**src/verilog/ex_op_pkg.sv**
```systemverilog
`default_nettype none

package ex_op_pkg;

    localparam int data_width = 32;  // source and result width
    localparam int div_steps  = 32;  // one quotient bit per step

    // operation code carried by every request
    typedef enum logic [4:0] {
        op_add,
        op_sub,
        op_slt,
        op_sltu,
        op_and,
        op_or,
        op_nor,
        op_xor,
        op_sll,
        op_srl,
        op_sra,
        op_lui,
        op_mult,
        op_multu,
        op_div,
        op_divu,
        op_mfhi,
        op_mflo,
        op_mthi,
        op_mtlo
    } ex_op_e;

    // which signed overflow rule applies to the adder result
    typedef enum logic [1:0] {
        ovf_none,
        ovf_add,
        ovf_sub
    } ovf_kind_e;

endpackage

`default_nettype wire

```
**src/verilog/alu_core.sv**
```systemverilog
`timescale 1ns/1ps
`default_nettype none

module alu_core
    import ex_op_pkg::*;
(
    input  wire ex_op_e           op,
    input  wire ovf_kind_e        ovf_kind,
    input  wire  [data_width-1:0] src1,
    input  wire  [data_width-1:0] src2,
    input  wire  [data_width-1:0] hi,
    input  wire  [data_width-1:0] lo,
    output logic [data_width-1:0] result,
    output logic                  overflow
);

    localparam int msb     = data_width - 1;
    localparam int sh_bits = $clog2(data_width);

    logic                    sub_like;
    logic [data_width-1:0]   adder_b;
    logic [data_width-1:0]   sum;
    logic                    carry;
    logic                    slt_bit;
    logic                    sra_fill;
    logic [data_width-1:0]   sll_res;
    logic [2*data_width-1:0] sr_wide;

    // sub, slt and sltu share the adder as a + ~b + 1
    assign sub_like = (op == op_sub) || (op == op_slt) || (op == op_sltu);
    assign adder_b  = sub_like ? ~src2 : src2;

    assign {carry, sum} = {1'b0, src1} + {1'b0, adder_b}
                        + {{data_width{1'b0}}, sub_like};

    // signs differ: negative one is less, else the difference sign decides
    assign slt_bit = (src1[msb] & ~src2[msb])
                   | (~(src1[msb] ^ src2[msb]) & sum[msb]);

    assign sll_res  = src2 << src1[sh_bits-1:0];
    assign sra_fill = (op == op_sra) & src2[msb];
    assign sr_wide  = {{data_width{sra_fill}}, src2} >> src1[sh_bits-1:0];

    // same-sign addends with a sum of the other sign
    always_comb begin
        case (ovf_kind)
            ovf_add:
                overflow = (src1[msb] == src2[msb]) && (sum[msb] != src1[msb]);
            ovf_sub:
                overflow = (src1[msb] != src2[msb]) && (sum[msb] != src1[msb]);
            default:
                overflow = 1'b0;
        endcase
    end

    always_comb begin
        case (op)
            op_add,
            op_sub:  result = sum;
            op_slt:  result = {{(data_width-1){1'b0}}, slt_bit};
            op_sltu: result = {{(data_width-1){1'b0}}, ~carry};  // borrow out
            op_and:  result = src1 & src2;
            op_or:   result = src1 | src2;
            op_nor:  result = ~(src1 | src2);
            op_xor:  result = src1 ^ src2;
            op_sll:  result = sll_res;
            op_srl,
            op_sra:  result = sr_wide[data_width-1:0];
            op_lui:  result = {src2[15:0], 16'b0};
            op_mfhi: result = hi;
            op_mflo: result = lo;
            default: result = '0;  // mult, div and moves to hi/lo
        endcase
    end

endmodule

`default_nettype wire

```
**config.mk**
```make
export PLATFORM = sky130hd
export DESIGN_NAME = alu_core
export DESIGN_NICKNAME = d
export VERILOG_FILES = /design/src/verilog/ex_op_pkg.sv /design/src/verilog/alu_core.sv
export SDC_FILE = /design/constraint.sdc
export NUM_CORES = 1
export LEC_CHECK = 0
export ABC_CLOCK_PERIOD_IN_PS = 4560
export BUFFER_PORTS_ARGS = -buffer_cell sky130_fd_sc_hd__buf_2
export CAP_MARGIN = 40
export CORE_UTILIZATION = 30
export DETAILED_ROUTE_END_ITERATION = 6
export PLACE_DENSITY = 0.57
export SLEW_MARGIN = 10
export SYNTH_ARGS = -nofsm -noshare
export SYNTH_HDL_FRONTEND = slang
export SYNTH_SLANG_ARGS = --single-unit
export TNS_END_PERCENT = 5
```
**constraint.sdc**
```tcl
create_clock -name vclk -period 4.56
set_input_delay 0.228 -clock vclk [all_inputs]
set_output_delay 0.228 -clock vclk [all_outputs]
set_load 0.01 [all_outputs]
```
==> flow_metrics.env, run 1 <==
export IMPL_grt_max_degree=98
export IMPL_route_met2_wl_um=18520
export IMPL_nClkBuffers=0
export IMPL_path_max_fanout=19
export IMPL_syn_inst=1193
export IMPL_io_pin_count=168
export IMPL_synth_cell_area_um2=8009
export IMPL_syn_avg_cell_area_um2=6.713
export IMPL_synth_cell_types=79
export IMPL_yosys_warnings=0
export IMPL_antenna_found_initial=2
export IMPL_grt_pass1_wl_um=60000
export IMPL_p_per_area_nw_per_um2=128.7
export IMPL_fin_cells=1642
export IMPL_synth_top_family_by_area="compound AO/OA/AOI/OAI gates"
export IMPL_fin_crit_ps=4372
export IMPL_synth_area_leaders="ha_1 15%, o21ai_0 8.3%, mux2i_1 7.4%"
export IMPL_die_h_um=165.4
export IMPL_via_per_inst=6.183
export IMPL_first_pass_iters=7
export IMPL_cpPeakStageDelay_ps=460
export IMPL_worstMarginPinSlew_ps=937.4
export IMPL_tns_ps=0
export IMPL_wl_um=41450
export IMPL_cts_resized=0
export IMPL_dp_hpwl_um=32910
export IMPL_cp_end_kind="output pin"
export IMPL_min_period_over_period=0.9588
export IMPL_grt_ovfl_total=0
export IMPL_maxCapViolations=0
export IMPL_final_cell_mix="167 x buf_2, 141 x nor2_1, 133 x o21ai_0"
export IMPL_path_class="in2out"
export IMPL_syn_to_final_growth_pct=15.40
export IMPL_synth_compound_area_share=0.3407
export IMPL_first_global_vias=9346
export IMPL_status="complete, but fails checks"
export IMPL_core_area_um2=26130
export IMPL_hold_end="result[1]"
export IMPL_drt_iter0_markers=1037
export IMPL_crit_family="simple AND/OR/NAND/NOR gates"
export IMPL_layout_nets=1543
export IMPL_start_kind="input port"
export IMPL_syn_nets=1428
export IMPL_slew_violations=0
export IMPL_grt_usage=0.2965
export IMPL_path_common_cell="buf_2"
export IMPL_wl_per_cell_um=25.24
export IMPL_leakagePower_nw=4.227
export IMPL_maxSlewHeadroom=0.3744
export IMPL_initial_core_util=0.3065
export IMPL_synth_area_mux_share=0.1600
export IMPL_yosys_area_share_xor_xnor=0.05905
export IMPL_antenna_left=0
export IMPL_drc=6
export IMPL_place_inst=1641
export IMPL_hp_class="in2out"
export IMPL_crit_arrival_ps=4140
export IMPL_layout_commonest_cell="buf_2"
export IMPL_dr_wl_met3_um=3361
export IMPL_synth_fa_ha_area_frac=0.1572
export IMPL_top_layer="met5"
export IMPL_grt_setup_unrepaired="no"
export IMPL_cts_hold_fix_buffers=0
export IMPL_num_fill_cells=2951
export IMPL_wirelength_met1_um=17510
export IMPL_post_cts_buffers=0
export IMPL_yosysSeqAreaShare=0
export IMPL_die_area_um2=27350
export IMPL_failed_checks="DRC"
export IMPL_power_mw=1.189
export IMPL_path_cells="buf_2 > or3_4 > nand2b_2 > buf_4 > xnor2_1 > ha_1 > o21a_1 > o21ai_1 > a21oi_2 > or3b_1 > o21ai_2 > a31oi_2 > nor4b_4 > mux2i_1 > or3_1 > buf_2"
export IMPL_rows=59
export IMPL_yosysTopAreaCellShare=0.1547
export IMPL_hold_path_startpoint="hi[1]"
export IMPL_synth_area_leader_cell="ha_1"
export IMPL_multi_input_area_um2=7353
export IMPL_crit_path_top_delay_cell="nor4b_4"
export IMPL_seq_cells=0
export IMPL_vias=10150
export IMPL_port_buffers=168
export IMPL_synth_simple_area_share=0.1978
export IMPL_max_freq_mhz=228.7
export IMPL_die_x_um=165.4
export IMPL_timing_critical_path_buf_inv=3
export IMPL_gp_congestion=1.013
export IMPL_peakVddDrop_uv=60.22
export IMPL_cp_data_required_time_ps=4330
export IMPL_hold_viol_final=0
export IMPL_hold_path_cell_count=4
export IMPL_seq_area_um2=0
export IMPL_setup_violations=0
export IMPL_drive_gt1_frac=0.2106
[logic make-up after synthesis]
group	count (synthesis)
buf+inv	175
mux	98
compound gates	415
xor+xnor	54
fa+ha+maj	100
simple gates	351
[per-layer routing]
| layer | up-vias | GRT usage |
|---|---|---|
| met4 | 2 | 0.1285 |
| met5 | - | 0 |
| met1 | 4876 | 0.3998 |
| met2 | 544 | 0.4717 |
| li1 | 4629 | - |
| met3 | 101 | 0.03571 |
[synthesized netlist by cell type (3+ instances only)]
cell type  count
o31ai_1        3
ha_1          99
xnor2_1       42
or2_2          3
mux2_2        15
nand2_1       97
clkbuf_1      69
nor4_1         4
a221oi_1      18
o311ai_0       6
buf_2         12
inv_1         74
o2111ai_1      7
or3_1          5
xor2_1        12
a222oi_1      19
mux2i_1       59
o22ai_1        4
nand4_1        8
nand3_1       25
nor2b_1        5
o221ai_1       3
o211ai_1      26
o21a_1         4
nor2_1       144
nand2b_1      23
o21ai_0      133
nor3_1        18
mux4_2        22
a211o_1        9
a21o_1        13
a31oi_1        7
a21oi_1       95
a22oi_1       20
nand3b_1       3
a211oi_1      15
buf_1         14
and3_1         6
[report_power, final]
group	internal [mW]	switching, mW	total (mW)	leakage [nW]
logic	0.442	0.747	1.19	4.23
clock network	0.0000000294	0	0.0000000294	0.00000634
registers	0	0	0	0
[layout make-up]
| cell class | instances | share of cell area |
|---|---|---|
| multi-input combinational | 1018 | 0.7956 |
| timing repair buffer | 210 | 0.1271 |
| tap | 335 | 0.04535 |
| inverter | 78 | 0.03168 |
| antenna | 1 | 0.0002707 |
[through the flow]
step	setup WS, ps	instance area [µm²]	hold WS, ps	utilization
after floorplan	280.0	8009	643.1	-
after global placement	235.8	9208	827.8	0.3523
after detailed placement	205.1	9234	832.3	0.3533
after CTS	194.8	9234	833.2	0.3533
after global routing	5.016	9243	854.5	0.3537
final	188.0	9243	836.7	0.3537
[worst max-delay path by stage]
stage                from         end  depth (start not counted)  slack, ps
floorplan           op[0]  result[30]                         17        280
global placement    op[2]  result[30]                         16        240
detailed placement  op[2]  result[30]                         16        210
CTS                 op[2]  result[30]                         16        190
global route        op[2]  result[30]                         17          5
finish              op[2]  result[30]                         16        190
No activity file was read; power rests on OpenSTA's default activity.
==> inputs of run 2 (changes only) <==
--- a/config.mk
+++ b/config.mk
@@ -8,9 +8,9 @@
 export ABC_CLOCK_PERIOD_IN_PS = 4560
 export BUFFER_PORTS_ARGS = -buffer_cell sky130_fd_sc_hd__buf_2
 export CAP_MARGIN = 40
-export CORE_UTILIZATION = 30
+export CORE_UTILIZATION = 39
 export DETAILED_ROUTE_END_ITERATION = 6
-export PLACE_DENSITY = 0.57
+export PLACE_DENSITY = 0.68
 export SLEW_MARGIN = 10
 export SYNTH_ARGS = -nofsm -noshare
 export SYNTH_HDL_FRONTEND = slang
==> run 2 against run 1 <==
Against the previous run: the run now ends clean; clock-buffer cell count is the same; non-clock buffer count grew 1; utilization increased by 10 points; via count rose by 0.96%; wire length decreased by 3.6%; final cell count is 3.8% lower; sequential share of layout area unchanged; cell area down 0.80%.
==> flow_metrics.env, run 2 (same netlist as run 1, synthesis figures left out) <==
export IMPL_rows=52
export IMPL_setup_violations=0
export IMPL_vias=10250
export IMPL_grt_max_degree=67
export IMPL_crit_arrival_ps=4120
export IMPL_grt_setup_unrepaired="no"
export IMPL_hp_class="in2out"
export IMPL_final_cell_mix="167 x buf_2, 141 x nor2_1, 133 x o21ai_0"
export IMPL_via_per_inst=6.491
export IMPL_path_class="in2out"
export IMPL_hold_path_startpoint="hi[1]"
export IMPL_cp_data_required_time_ps=4330
export IMPL_max_freq_mhz=229.9
export IMPL_drc=0
export IMPL_cp_end_kind="output pin"
export IMPL_start_kind="input port"
export IMPL_seq_cells=0
export IMPL_fin_crit_ps=4350
export IMPL_slew_violations=0
export IMPL_cts_resized=0
export IMPL_port_buffers=168
export IMPL_path_max_fanout=13
export IMPL_wl_um=39960
export IMPL_antenna_found_initial=1
export IMPL_hold_end="result[1]"
export IMPL_die_x_um=145.3
export IMPL_path_common_cell="buf_2"
export IMPL_cts_hold_fix_buffers=0
export IMPL_maxCapViolations=0
export IMPL_grt_usage=0.3639
export IMPL_cpPeakStageDelay_ps=440
export IMPL_dp_hpwl_um=31470
export IMPL_gp_congestion=1.049
export IMPL_syn_to_final_growth_pct=14.48
export IMPL_wl_per_cell_um=25.31
export IMPL_initial_core_util=0.3971
export IMPL_crit_path_top_delay_cell="or3_4"
export IMPL_min_period_over_period=0.9539
export IMPL_core_area_um2=20170
export IMPL_first_pass_iters=6
export IMPL_drive_gt1_frac=0.2096
export IMPL_post_cts_buffers=0
export IMPL_hold_viol_final=0
export IMPL_path_cells="buf_2 > or3_4 > nand2b_2 > buf_4 > xnor2_1 > ha_1 > a21oi_1 > o21ai_0 > a311o_1 > a311oi_1 > o31a_1 > o21ai_2 > nor3b_2 > mux2_1 > o211ai_1 > buf_2"
export IMPL_die_h_um=145.3
export IMPL_nClkBuffers=0
export IMPL_layout_commonest_cell="buf_2"
export IMPL_grt_pass1_wl_um=58860
export IMPL_drt_iter0_markers=1234
export IMPL_io_pin_count=168
export IMPL_grt_ovfl_total=0
export IMPL_hold_path_cell_count=4
export IMPL_tns_ps=0
export IMPL_seq_area_um2=0
export IMPL_die_area_um2=21110
export IMPL_first_global_vias=9508
export IMPL_layout_nets=1544
export IMPL_maxSlewHeadroom=0.3292
export IMPL_antenna_left=0
export IMPL_worstMarginPinSlew_ps=995.8
export IMPL_status="finished, final reports clean"
==> run 2: cell count changes in the layout (fill, tap and decap cells not counted) <==
cell	delta
clkdlybuf4s15_2	-1
nor3_2	-1
nor3_1	+1
nor4_1	+1
nor4_2	-1
buf_4	+1
diode_2	+1
buf_12	+1
==> run 2: cell type report <==
type | count | area, µm²
fill | 2239 | 11000
multi-input combinational | 1018 | 7342
timing repair buffer | 211 | 1191
tap | 270 | 337.8
inverter | 78 | 292.8
antenna | 2 | 5.005
==> run 2: through the flow <==
step | hold slack (ps) | instances | cell area [µm²] | setup WS [ps] | utilization
finish | 840.2 | 1579 | 9169 | 210.3 | 0.4546
global placement | 828.5 | 1575 | 9149 | 326.1 | 0.4536
floorplan | 643.1 | 1193 | 8009 | 280.0 | -
CTS | 835.0 | 1577 | 9164 | 273.1 | 0.4543
global route | 868.8 | 1577 | 9164 | 80.82 | 0.4543
detailed placement | 834.8 | 1577 | 9164 | 282.4 | 0.4543
==> run 2: worst max-delay path by stage <==
| stage | from | endpoint | depth (start not counted) |
|---|---|---|---|
| finish | op[2] | result[25] | 16 |
| global route | op[2] | result[25] | 16 |
| CTS | op[2] | result[25] | 16 |
| detailed placement | op[2] | result[25] | 16 |
| global placement | op[2] | result[30] | 16 |
| floorplan | op[0] | result[30] | 17 |
==> run 2: worst max-delay path: cells and delay by family <==
family / cells / cell delay (ps)
fa+ha+maj: 1 / 350
mux: 1 / 350
xor+xnor: 1 / 150
compound gates: 7 / 1630
simple gates: 3 / 850
buf+inv: 3 / 560
==> run 2: metal layers <==
layer / up-vias / wire [µm] / global-route usage
met5: - / 0 / 0
met4: 0 / 2194 / 0.1758
met3: 135 / 4786 / 0.07075
met2: 642 / 17020 / 0.5519
met1: 4841 / 15960 / 0.4922
li1: 4631 / - / -
