### src/verilog/stream_reg.sv
`timescale 1ns/1ps
`default_nettype none

module stream_reg #(
    parameter type payload_t = logic [31:0]
) (
    input  wire      clk,
    input  wire      reset,
    input  wire      in_valid,
    output logic     in_ready,
    input  payload_t in_data,
    output logic     out_valid,
    input  wire      out_ready,
    output payload_t out_data
);

    payload_t   mem [2];
    logic       wr_ptr;
    logic       rd_ptr;
    logic [1:0] count;    // entries held, 0 to 2
    logic       push;
    logic       pop;

    // both flags decode the count flop only, never the far side
    assign in_ready  = (count != 2'd2);
    assign out_valid = (count != 2'd0);

    assign push     = in_valid && in_ready;
    assign pop      = out_valid && out_ready;
    assign out_data = mem[rd_ptr];  // oldest entry

    always_ff @(posedge clk) begin
        if (reset) begin
            wr_ptr <= 1'b0;
            rd_ptr <= 1'b0;
            count  <= 2'd0;
        end else begin
            if (push)
                wr_ptr <= ~wr_ptr;
            if (pop)
                rd_ptr <= ~rd_ptr;
            count <= count + {1'b0, push} - {1'b0, pop};
        end
    end

    always_ff @(posedge clk) begin
        if (push)
            mem[wr_ptr] <= in_data;
    end

endmodule

`default_nettype wire
### config.mk
export PLATFORM = sky130hd
export DESIGN_NAME = stream_reg
export DESIGN_NICKNAME = d
export VERILOG_FILES = /design/src/verilog/stream_reg.sv
export SDC_FILE = /design/constraint.sdc
export NUM_CORES = 1
export LEC_CHECK = 0
export BUFFER_PORTS_ARGS = -buffer_cell sky130_fd_sc_hd__buf_2
export CORE_UTILIZATION = 30
export DETAILED_ROUTE_END_ITERATION = 10
export PLACE_DENSITY = 0.53
export SKIP_LAST_GASP = 1
export SYNTH_ARGS = -nofsm -noshare
export SYNTH_HDL_FRONTEND = slang
export SYNTH_SLANG_ARGS = --single-unit
### constraint.sdc
create_clock -name clk -period 3.42 [get_ports clk]
set_input_delay 0.171 -clock clk [delete_from_list [all_inputs] [get_ports clk]]
set_output_delay 0.171 -clock clk [all_outputs]
set_load 0.01 [all_outputs]
==> impl_metrics.ini, run 1 <==
[clock_tree]
cts_root_buf = clkbuf_8
clk_latency_ns = 0.33
tritoncts = done
cts.clk_slew.worst_paths_ns = 0.07
numCtsBuffers = 9
h-tree-depth = 3
cts_sinks = 69
post_cts_resized = 0
clk_path_buf_depth = 2

[routing]
routed_wl_microns = 4490
dr_total_vias = 1330
drc = 0
vias_per_cell = 4.20
avgRoutedWirePerCell_microns = 14.2
first_iter_violations = 47
ant_nets = 0
dr.pass1.iters = 4

[place]
placedCellCount = 298
dp_hpwl_microns = 2750
portBuffers = 69
gp_congestion = 0.659

[sta]
report.final.slew_viol_count = 0
min_period_ns = 2.11
setup_viol = 0
hold_viol_final = 0
fin_setup_tns_ns = 0
skew_ns = 0.00591
maxSlewHeadroom_pct = 25.1
fmax_ghz = 0.473
worstMarginPinSlew_ns = 1.12
rsz0062_at_grt = false
fin_crit_sh_pct = 61.8

[grt]
grt_usage_pct = 10.1
grt_pass1_vias = 1315
grt_pass1_wl_microns = 6510
grt_antenna_before_repair = 0
grt_max_degree = 33
grt_overflow_total = 0

[logic_synthesis]
yosys-top-cells-count = edfxtp_1, mux2_4, dfxtp_1, nor2_1, buf_6
yosys.area.top_type_share_pct = 71.8
yosysWarnings = 0
synthAdderAreaFrac_pct = 0.935
synth_top_family_by_area = multiplexers
ys_types = 16
synth_xor_area_share_pct = 0.981
synth_most_common_cell = edfxtp_1
syn_avg_cell_area_sq_um = 21.6
yosys.area_share.simple_pct = 2.20
netlist_instances = 124
ys_seq_elements = 69
syn_area_sq_mm = 0.00268
synth_compound_gate_area_share_pct = 0.327
synth_area_leaders = edfxtp_1, mux2_4, dfxtp_1
synth-edff-count = 64
synth.area.mux_share_pct = 18.2
synthFlopType = edfxtp_1
yosysSeqAreaShare_pct = 75.5
syn_nets = 162
synth_top_cell_by_area = edfxtp_1
async_flop_share_pct = 0

[setup_path]
crit_path_end = out_data[0]
required_ns = 3.25
critPathCaptureType = output port
criticalPathCategory = reg2out
cp_slowest_stage_delay_ns = 1.08
slowest_stage = dfxtp_2
cp_num_cells = 2
worstPathMaxFanout = 32
timing.rr.end = mem[0][2]
critPathTopFamily = flip-flops
startpoint_type = flip-flop
critPathBufInv = 1
r2r-start = count[0]
crit_chain = mux2_1, buf_2
r2r.worst_path.cells = 3
arrival_ns = 1.94
rrSetupSlack_ns = 1.66

[floorplanning]
initial_utilization_pct = 30.9
dieArea_sq_mm = 0.00931
die_x_microns = 96.5
coreArea_sq_mm = 0.00868
core.rowCount = 34
die_h_microns = 96.5
ioPinCount = 70

[pwr]
finalPower_mw = 2.29
power_leakage_nw = 1.31
power.density_mw_per_mm2 = 691
ir_drop_v = 0.000295

[cells_and_area]
regArea_sq_mm = 0.00202
n_antenna_cell = 0
fillers = 829
drive_gt1_share_pct = 56.9
final_net_count = 242
multiInputGateArea_sq_um = 614
area_growth_pct = 23.9
stdcell_count = 317

[job]
drv_cap = 0

[outcome]
status = complete, no violations

[hold_path]
hold_class = in2reg
-- what timing repair did --
| item | in CTS | in global routing |
|---|---|---|
| setup endpoints to repair | 0 | 0 |
| buffers inserted | 0 | 0 |
| hold endpoints to repair | 3 | 2 |
| hold buffers | 2 | 1 |
-- layer usage --
layer,global-route usage [%],share of wire [%],vias to the layer above
met5,0,0,-
met1,11.2,43,651
met2,16.4,48,39
met3,3.83,6.4,6
met4,6.25,1.7,0
li1,-,-,634
-- cell type report --
class                   instances  area share, %
clock buffers                  10           3.85
repair buffers                 73           11.5
multi-input cells              50           18.5
clock inverters                 6          0.905
well taps                     108           4.07
flip-flops and latches         69           61.0
inverters                       1          0.113
-- worst min path at each step --
stage / cells past startpoint / start / end / slack (ns)
after detailed placement: 1 / in_data[17] / mem[1][17] / 0.36
after CTS: 1 / in_data[25] / mem[0][25] / 0.001
after global placement: 1 / in_data[26] / mem[1][26] / 0.36
after global routing: 1 / in_data[12] / mem[0][12] / 0.001
final: 1 / in_data[23] / mem[1][23] / 0.02
after floorplan: 1 / reset / count[0] / 0.24
-- where the power goes --
group          internal, mW  switching [mW]  total (mW)
registers              1.06           0.104        1.17
clock network         0.254           0.288       0.542
logic                 0.336           0.246       0.582
-- per-stage QoR --
stage / hold slack (ns) / cell area (sq um) / worst slack, ns / utilization [%]
floorplan: 0.243 / 2680 / 1.05 / -
global placement: 0.360 / 3130 / 1.61 / 36.1
global route: 0.00107 / 3320 / 1.19 / 38.2
finish: 0.0238 / 3320 / 1.31 / 38.2
detailed placement: 0.363 / 3130 / 1.62 / 36.1
CTS: 0.00116 / 3310 / 1.24 / 38.1
-- registers in the layout (all words and copies together), names as in the netlist, named ones only --
signal	flops
mem	64
wr_ptr	1
count	2
rd_ptr	1
-- cells in the final DEF, fill, tap and decap left out, types with 2 or more instances in the layout --
cell            n
dfxtp_1         4
clkinv_2        3
clkbuf_8        9
xnor2_1         2
edfxtp_1       64
buf_2          69
ha_1            2
nor2b_1         2
dlygate4sd3_1   3
clkinv_1        2
mux2_1          2
nor2_1          4
mux2_4         31
-- logic make-up after synthesis --
group,Yosys count
AOI/OAI and AO/OA,1
muxes,33
and+or+nand+nor,11
DFF,69
adders and majority gates,2
buffers and inverters,5
xor gates and xnor gates,3
Power figures use the tool's default switching activity.
==> inputs of run 2 (changes only) <==
--- a/config.mk
+++ b/config.mk
@@ -5,10 +5,11 @@
 export SDC_FILE = /design/constraint.sdc
 export NUM_CORES = 1
 export LEC_CHECK = 0
+export ABC_AREA = 1
 export BUFFER_PORTS_ARGS = -buffer_cell sky130_fd_sc_hd__buf_2
 export CORE_UTILIZATION = 30
 export DETAILED_ROUTE_END_ITERATION = 10
-export PLACE_DENSITY = 0.53
+export PLACE_DENSITY = 0.55
 export SKIP_LAST_GASP = 1
 export SYNTH_ARGS = -nofsm -noshare
 export SYNTH_HDL_FRONTEND = slang
==> constraint.sdc (replaced) <==
create_clock -name clk -period 1.8 [get_ports clk]
set_input_delay 0.09 -clock clk [delete_from_list [all_inputs] [get_ports clk]]
set_output_delay 0.09 -clock clk [all_outputs]
set_load 0.01 [all_outputs]
==> impl_metrics.ini, run 2 <==
[outcome]
status = complete, no violations

[cells_and_area]
final_common_cell = buf_2
top_register = mem
reg_top3 = mem x64, count x2
final_net_count = 289
largest_reg_flops = 64
area_growth_pct = 36.7
n_antenna_cell = 0
layout_common_cells = buf_2, edfxtp_1, dlygate4sd3_1
drive_gt1_share_pct = 48.4
fillers = 790

[setup_path]
critPathCaptureType = flip-flop
criticalPathCategory = reg2reg
arrival_ns = 1.78
startpoint_type = flip-flop
worstPathMaxFanout = 4
required_ns = 2.03

[clock_tree]
numCtsBuffers = 9
tritoncts = done
post_cts_resized = 0
clk_latency_ns = 0.34
cts_sinks = 69
clk_path_buf_depth = 2
cts.clk_slew.worst_paths_ns = 0.07
cts_root_buf = clkbuf_8
h-tree-depth = 3

[logic_synthesis]
synth_area_leaders = edfxtp_1, mux2_4, dfxtp_1
ys_seq_elements = 69
yosysSeqAreaShare_pct = 74.6
ys_types = 12
netlist_instances = 137
synth-edff-count = 64
syn_avg_cell_area_sq_um = 19.8
yosys-top-cells-count = edfxtp_1, mux2_4, nor2_1
yosysWarnings = 0
synth_top_cell_by_area = edfxtp_1
synthFlopType = edfxtp_1
async_flop_share_pct = 0
syn_area_sq_mm = 0.00271
yosys.area.top_type_share_pct = 70.9
synth_most_common_cell = edfxtp_1
syn_nets = 175

[sta]
worstMarginPinSlew_ns = 0.257
rsz0062_at_grt = false
fmax_ghz = 0.648
worst_slack_ns = 0.256
report.final.slew_viol_count = 0
skew_ns = 0.0111
fin_crit_sh_pct = 85.8
hold_viol_final = 0
maxSlewHeadroom_pct = 82.9
holdWs_ns = 0.0463
setup_viol = 0
min_period_ns = 1.54
fin_setup_tns_ns = 0

[grt]
grt_antenna_before_repair = 0
grt_pass1_vias = 1617
grt_pass1_wl_microns = 7480
busiest_layer = met2
grt_usage_pct = 10.6
grt_overflow_total = 0
grtUsageMet2_pct = 18.4
met1_usage_pct = 11.5
met3_usage_pct = 2.89
grt_max_degree = 33

[routing]
avgRoutedWirePerCell_microns = 12.6
ant_nets = 0
first_iter_violations = 25
routed_wl_microns = 4600
dr.pass1.iters = 4
drc = 0
vias_per_cell = 4.17
dr_total_vias = 1519

[pwr]
ir_drop_v = 0.000665
power.density_mw_per_mm2 = 1220
power_leakage_nw = 1.50

[place]
dpl_worst_slack_ns = 0.264
portBuffers = 69
gp_congestion = 0.655
dp_hpwl_microns = 2860

[job]
drv_cap = 0

[floorplanning]
coreArea_sq_mm = 0.00872
core.rowCount = 34
dieArea_sq_mm = 0.00942
initial_utilization_pct = 31.1
ioPinCount = 70
die_x_microns = 97.0
die_h_microns = 97.0

[hold_path]
hold_class = in2reg
## run 2: path summary, 6_finish.rpt
check,slack (ns),to,from,cells past startpoint
max,0.26,count[1],count[0],10
min,0.05,wr_ptr,in_valid,3
max reg2reg,0.26,count[1],count[0],10
min reg2reg,0.51,flip-flop,rd_ptr,2
## run 2: worst max-delay path, cell delays in order, from the launching register on
cell	delay, ns
dfxtp_1	0.35
inv_1	0.07
nand2_1	0.10
nand2_1	0.11
ha_1	0.29
inv_1	0.04
ha_1	0.18
inv_1	0.05
nand2_1	0.06
a21oi_1	0.13
nor2_1	0.06
## run 2: area by class of cell
cell class / count / area (sq um) / area share, %
repair buffers: 107 / 751 / 20.3
inverters: 8 / 30.0 / 0.811
clock buffers: 9 / 124 / 3.34
clock inverters: 7 / 47.5 / 1.28
flip-flops and latches: 69 / 2020 / 54.6
well taps: 108 / 135 / 3.65
multi-input cells: 56 / 594 / 16.0
## run 2: through the flow
stage          area [sq um]  instances  utilization (%)  total power [mW]
5_1_grt                3700        364             42.5              4.79
3_5_place_dp           3200        315             36.7              3.45
2_1_floorplan          2720        137                -              3.06
6_report               3700        364             42.5              4.54
3_3_place_gp           3200        315             36.7              3.44
4_1_cts                3700        364             42.5              4.61
## run 2: timing repair
item                      in CTS  in global routing
hold buffers                  33                  0
hold endpoints to repair      65                  0
buffers inserted               0                  0
## run 2: power by group
part | switching [mW] | internal, mW | total (mW)
clock network | 0.592 | 0.501 | 1.09
registers | 0.0723 | 2.03 | 2.10
logic | 0.643 | 0.698 | 1.34
total | 1.31 | 3.23 | 4.54
## run 2: logic make-up (layout without fill, tap and decap cells)
| group | after synthesis | in the layout | share of synthesized area [%] |
|---|---|---|---|
| adders and majority gates | 2 | 2 | 0.923 |
| DFF | 69 | 69 | 74.6 |
| buffers and inverters | 12 | 131 | 3.74 |
| muxes | 32 | 32 | 17.5 |
| AOI/OAI and AO/OA | 2 | 2 | 0.369 |
| and+or+nand+nor | 20 | 20 | 2.91 |
## run 2: per-layer routing
metal / vias to the layer above / wire, microns
met5: - / 0
met4: 0 / 58
met3: 7 / 196
met2: 44 / 2340
met1: 732 / 2010
li1: 736 / -
==> inputs of run 3 (changes only) <==
--- a/config.mk
+++ b/config.mk
@@ -9,6 +9,7 @@
 export BUFFER_PORTS_ARGS = -buffer_cell sky130_fd_sc_hd__buf_2
 export CORE_UTILIZATION = 30
 export DETAILED_ROUTE_END_ITERATION = 10
+export GPL_TIMING_DRIVEN = 0
 export PLACE_DENSITY = 0.55
 export SKIP_LAST_GASP = 1
 export SYNTH_ARGS = -nofsm -noshare
==> impl_metrics.ini, run 3 (synthesized netlist as in run 2, its figures left out) <==
[outcome]
status = complete, no violations

[sta]
rsz0062_at_grt = false
fmax_ghz = 0.606
fin_crit_sh_pct = 91.7
report.final.slew_viol_count = 0
hold_viol_final = 0
maxSlewHeadroom_pct = 62.0
worst_slack_ns = 0.149
min_period_ns = 1.65
skew_ns = 0.00942
setup_viol = 0
worstMarginPinSlew_ns = 0.569

[routing]
dr_total_vias = 1534
drc = 0
dr.pass1.iters = 6
ant_nets = 0
first_iter_violations = 30
avgRoutedWirePerCell_microns = 13.2
routed_wl_microns = 4800
vias_per_cell = 4.20

[grt]
grt_pass1_wl_microns = 7740
grt_antenna_before_repair = 0
grt_usage_pct = 11.0
grt_pass1_vias = 1601
grt_max_degree = 23
grt_overflow_total = 0

[cells_and_area]
top_register = mem
reg_top3 = mem x64, count x2
n_antenna_cell = 0
final_common_cell = buf_2
drive_gt1_share_pct = 47.9
final_net_count = 290
fin_area_sq_mm = 0.00377
fillers = 797
area_growth_pct = 39.0
largest_reg_flops = 64
fin_util_pct = 43.2
layout_common_cells = buf_2, edfxtp_1, dlygate4sd3_1
stdcell_count = 365

[pwr]
p_seq_share_pct = 44.4
power.density_mw_per_mm2 = 1260
clockPowerShare_pct = 26.2
p_int_mw = 3.41
p_sw_share_pct = 28.1
switching_power_mw = 1.33
combinationalPowerShare_pct = 29.4
power_leakage_nw = 1.51
ir_drop_v = 0.000615

[setup_path]
rrSetupSlack_ns = 0.15
timing.rr.end = count[1]
arrival_ns = 1.89
required_ns = 2.04
critPathCaptureType = flip-flop
startpoint_type = flip-flop
criticalPathCategory = reg2reg
worstPathMaxFanout = 4
r2r-start = count[0]
r2r.worst_path.cells = 10

[clock_tree]
cts_setup_buffers = 0
cts_root_buf = clkbuf_8
h-tree-depth = 3
clk_latency_ns = 0.34
cts_sinks = 69
tritoncts = done
cts.clk_slew.worst_paths_ns = 0.08
numCtsBuffers = 9
clk_path_buf_depth = 2

[hold_path]
worstHoldPathCells = 3
min-delay-start = in_valid
hold_class = in2reg
hold_end = wr_ptr

[floorplanning]
core.rowCount = 34
dieArea_sq_mm = 0.00942
die_h_microns = 97.0
ioPinCount = 70
initial_utilization_pct = 31.1
coreArea_sq_mm = 0.00872
die_x_microns = 97.0

[job]
drv_cap = 0

[place]
dp_hpwl_microns = 2950
dpl_worst_slack_ns = -0.0476
placed_area_sq_mm = 0.00323
placedCellCount = 315
gp_congestion = 0.688
portBuffers = 69
-- run 3: how the worst max path moves through the flow --
stage | end | from | cells after the start | slack [ns]
4_1_cts | mem[1][20] | wr_ptr | 3 | 0.11
3_3_place_gp | mem[1][20] | count[0] | 4 | -0.29
2_1_floorplan | mem[1][0] | count[0] | 4 | 0.13
6_report | count[1] | count[0] | 10 | 0.15
5_1_grt | mem[1][20] | count[0] | 5 | 0.0003
3_5_place_dp | mem[0][11] | count[0] | 4 | -0.05
-- run 3: final cells by class --
| class | instances | area [sq um] | share of cell area [%] |
|---|---|---|---|
| Buffer | 4 | 71.3 | 1.89 |
| Tap cell | 108 | 135 | 3.59 |
| Sequential cell | 69 | 2020 | 53.7 |
| Clock buffer | 9 | 124 | 3.29 |
| Multi-Input combinational cell | 57 | 606 | 16.1 |
| Inverter | 8 | 30.0 | 0.797 |
| Clock inverter | 7 | 75.1 | 1.99 |
| Timing Repair Buffer | 103 | 703 | 18.7 |
-- run 3: timing repair --
item,in CTS,in global routing
endpoints found under the hold margin,65,0
hold buffers,33,0
endpoints found under the setup margin,32,0
gates resized for setup,1,0
-- run 3: metrics by stage --
stage | total power, mW | hold WS, ns | TNS [ns]
after global routing | 5.01 | 0.0578 | 0
after floorplan | 3.06 | 0.161 | 0
after detailed placement | 3.50 | 0.264 | -1.42
after global placement | 3.46 | 0.260 | -10.81
after CTS | 4.83 | 0.0266 | 0
final | 4.74 | 0.0384 | 0
-- run 3: power groups by stage --
stage                     combinational [mW]  sequential (mW)  clock, mW
final                                   1.39             2.11       1.24
after global routing                    1.52             2.13       1.35
after CTS                               1.43             2.11       1.29
after detailed placement                1.35             2.14          0
after global placement                  1.32             2.14          0
after floorplan                        0.932             2.12          0
-- run 3: layer usage --
| layer | track usage, % | part of all wire [%] |
|---|---|---|
| met2 | 19.1 | 51 |
| met3 | 2.89 | 4.3 |
| met4 | 6.20 | 2.2 |
| met1 | 12.3 | 42 |
| met5 | 0 | 0 |
-- run 3: critical path, cell delays in order, from the launching register on --
cell     delay, ns
dfxtp_1       0.36
inv_1         0.06
nand2_1       0.11
nand2_1       0.19
ha_1          0.33
inv_1         0.04
ha_1          0.17
inv_1         0.05
nand2_1       0.06
a21oi_1       0.12
nor2_1        0.06
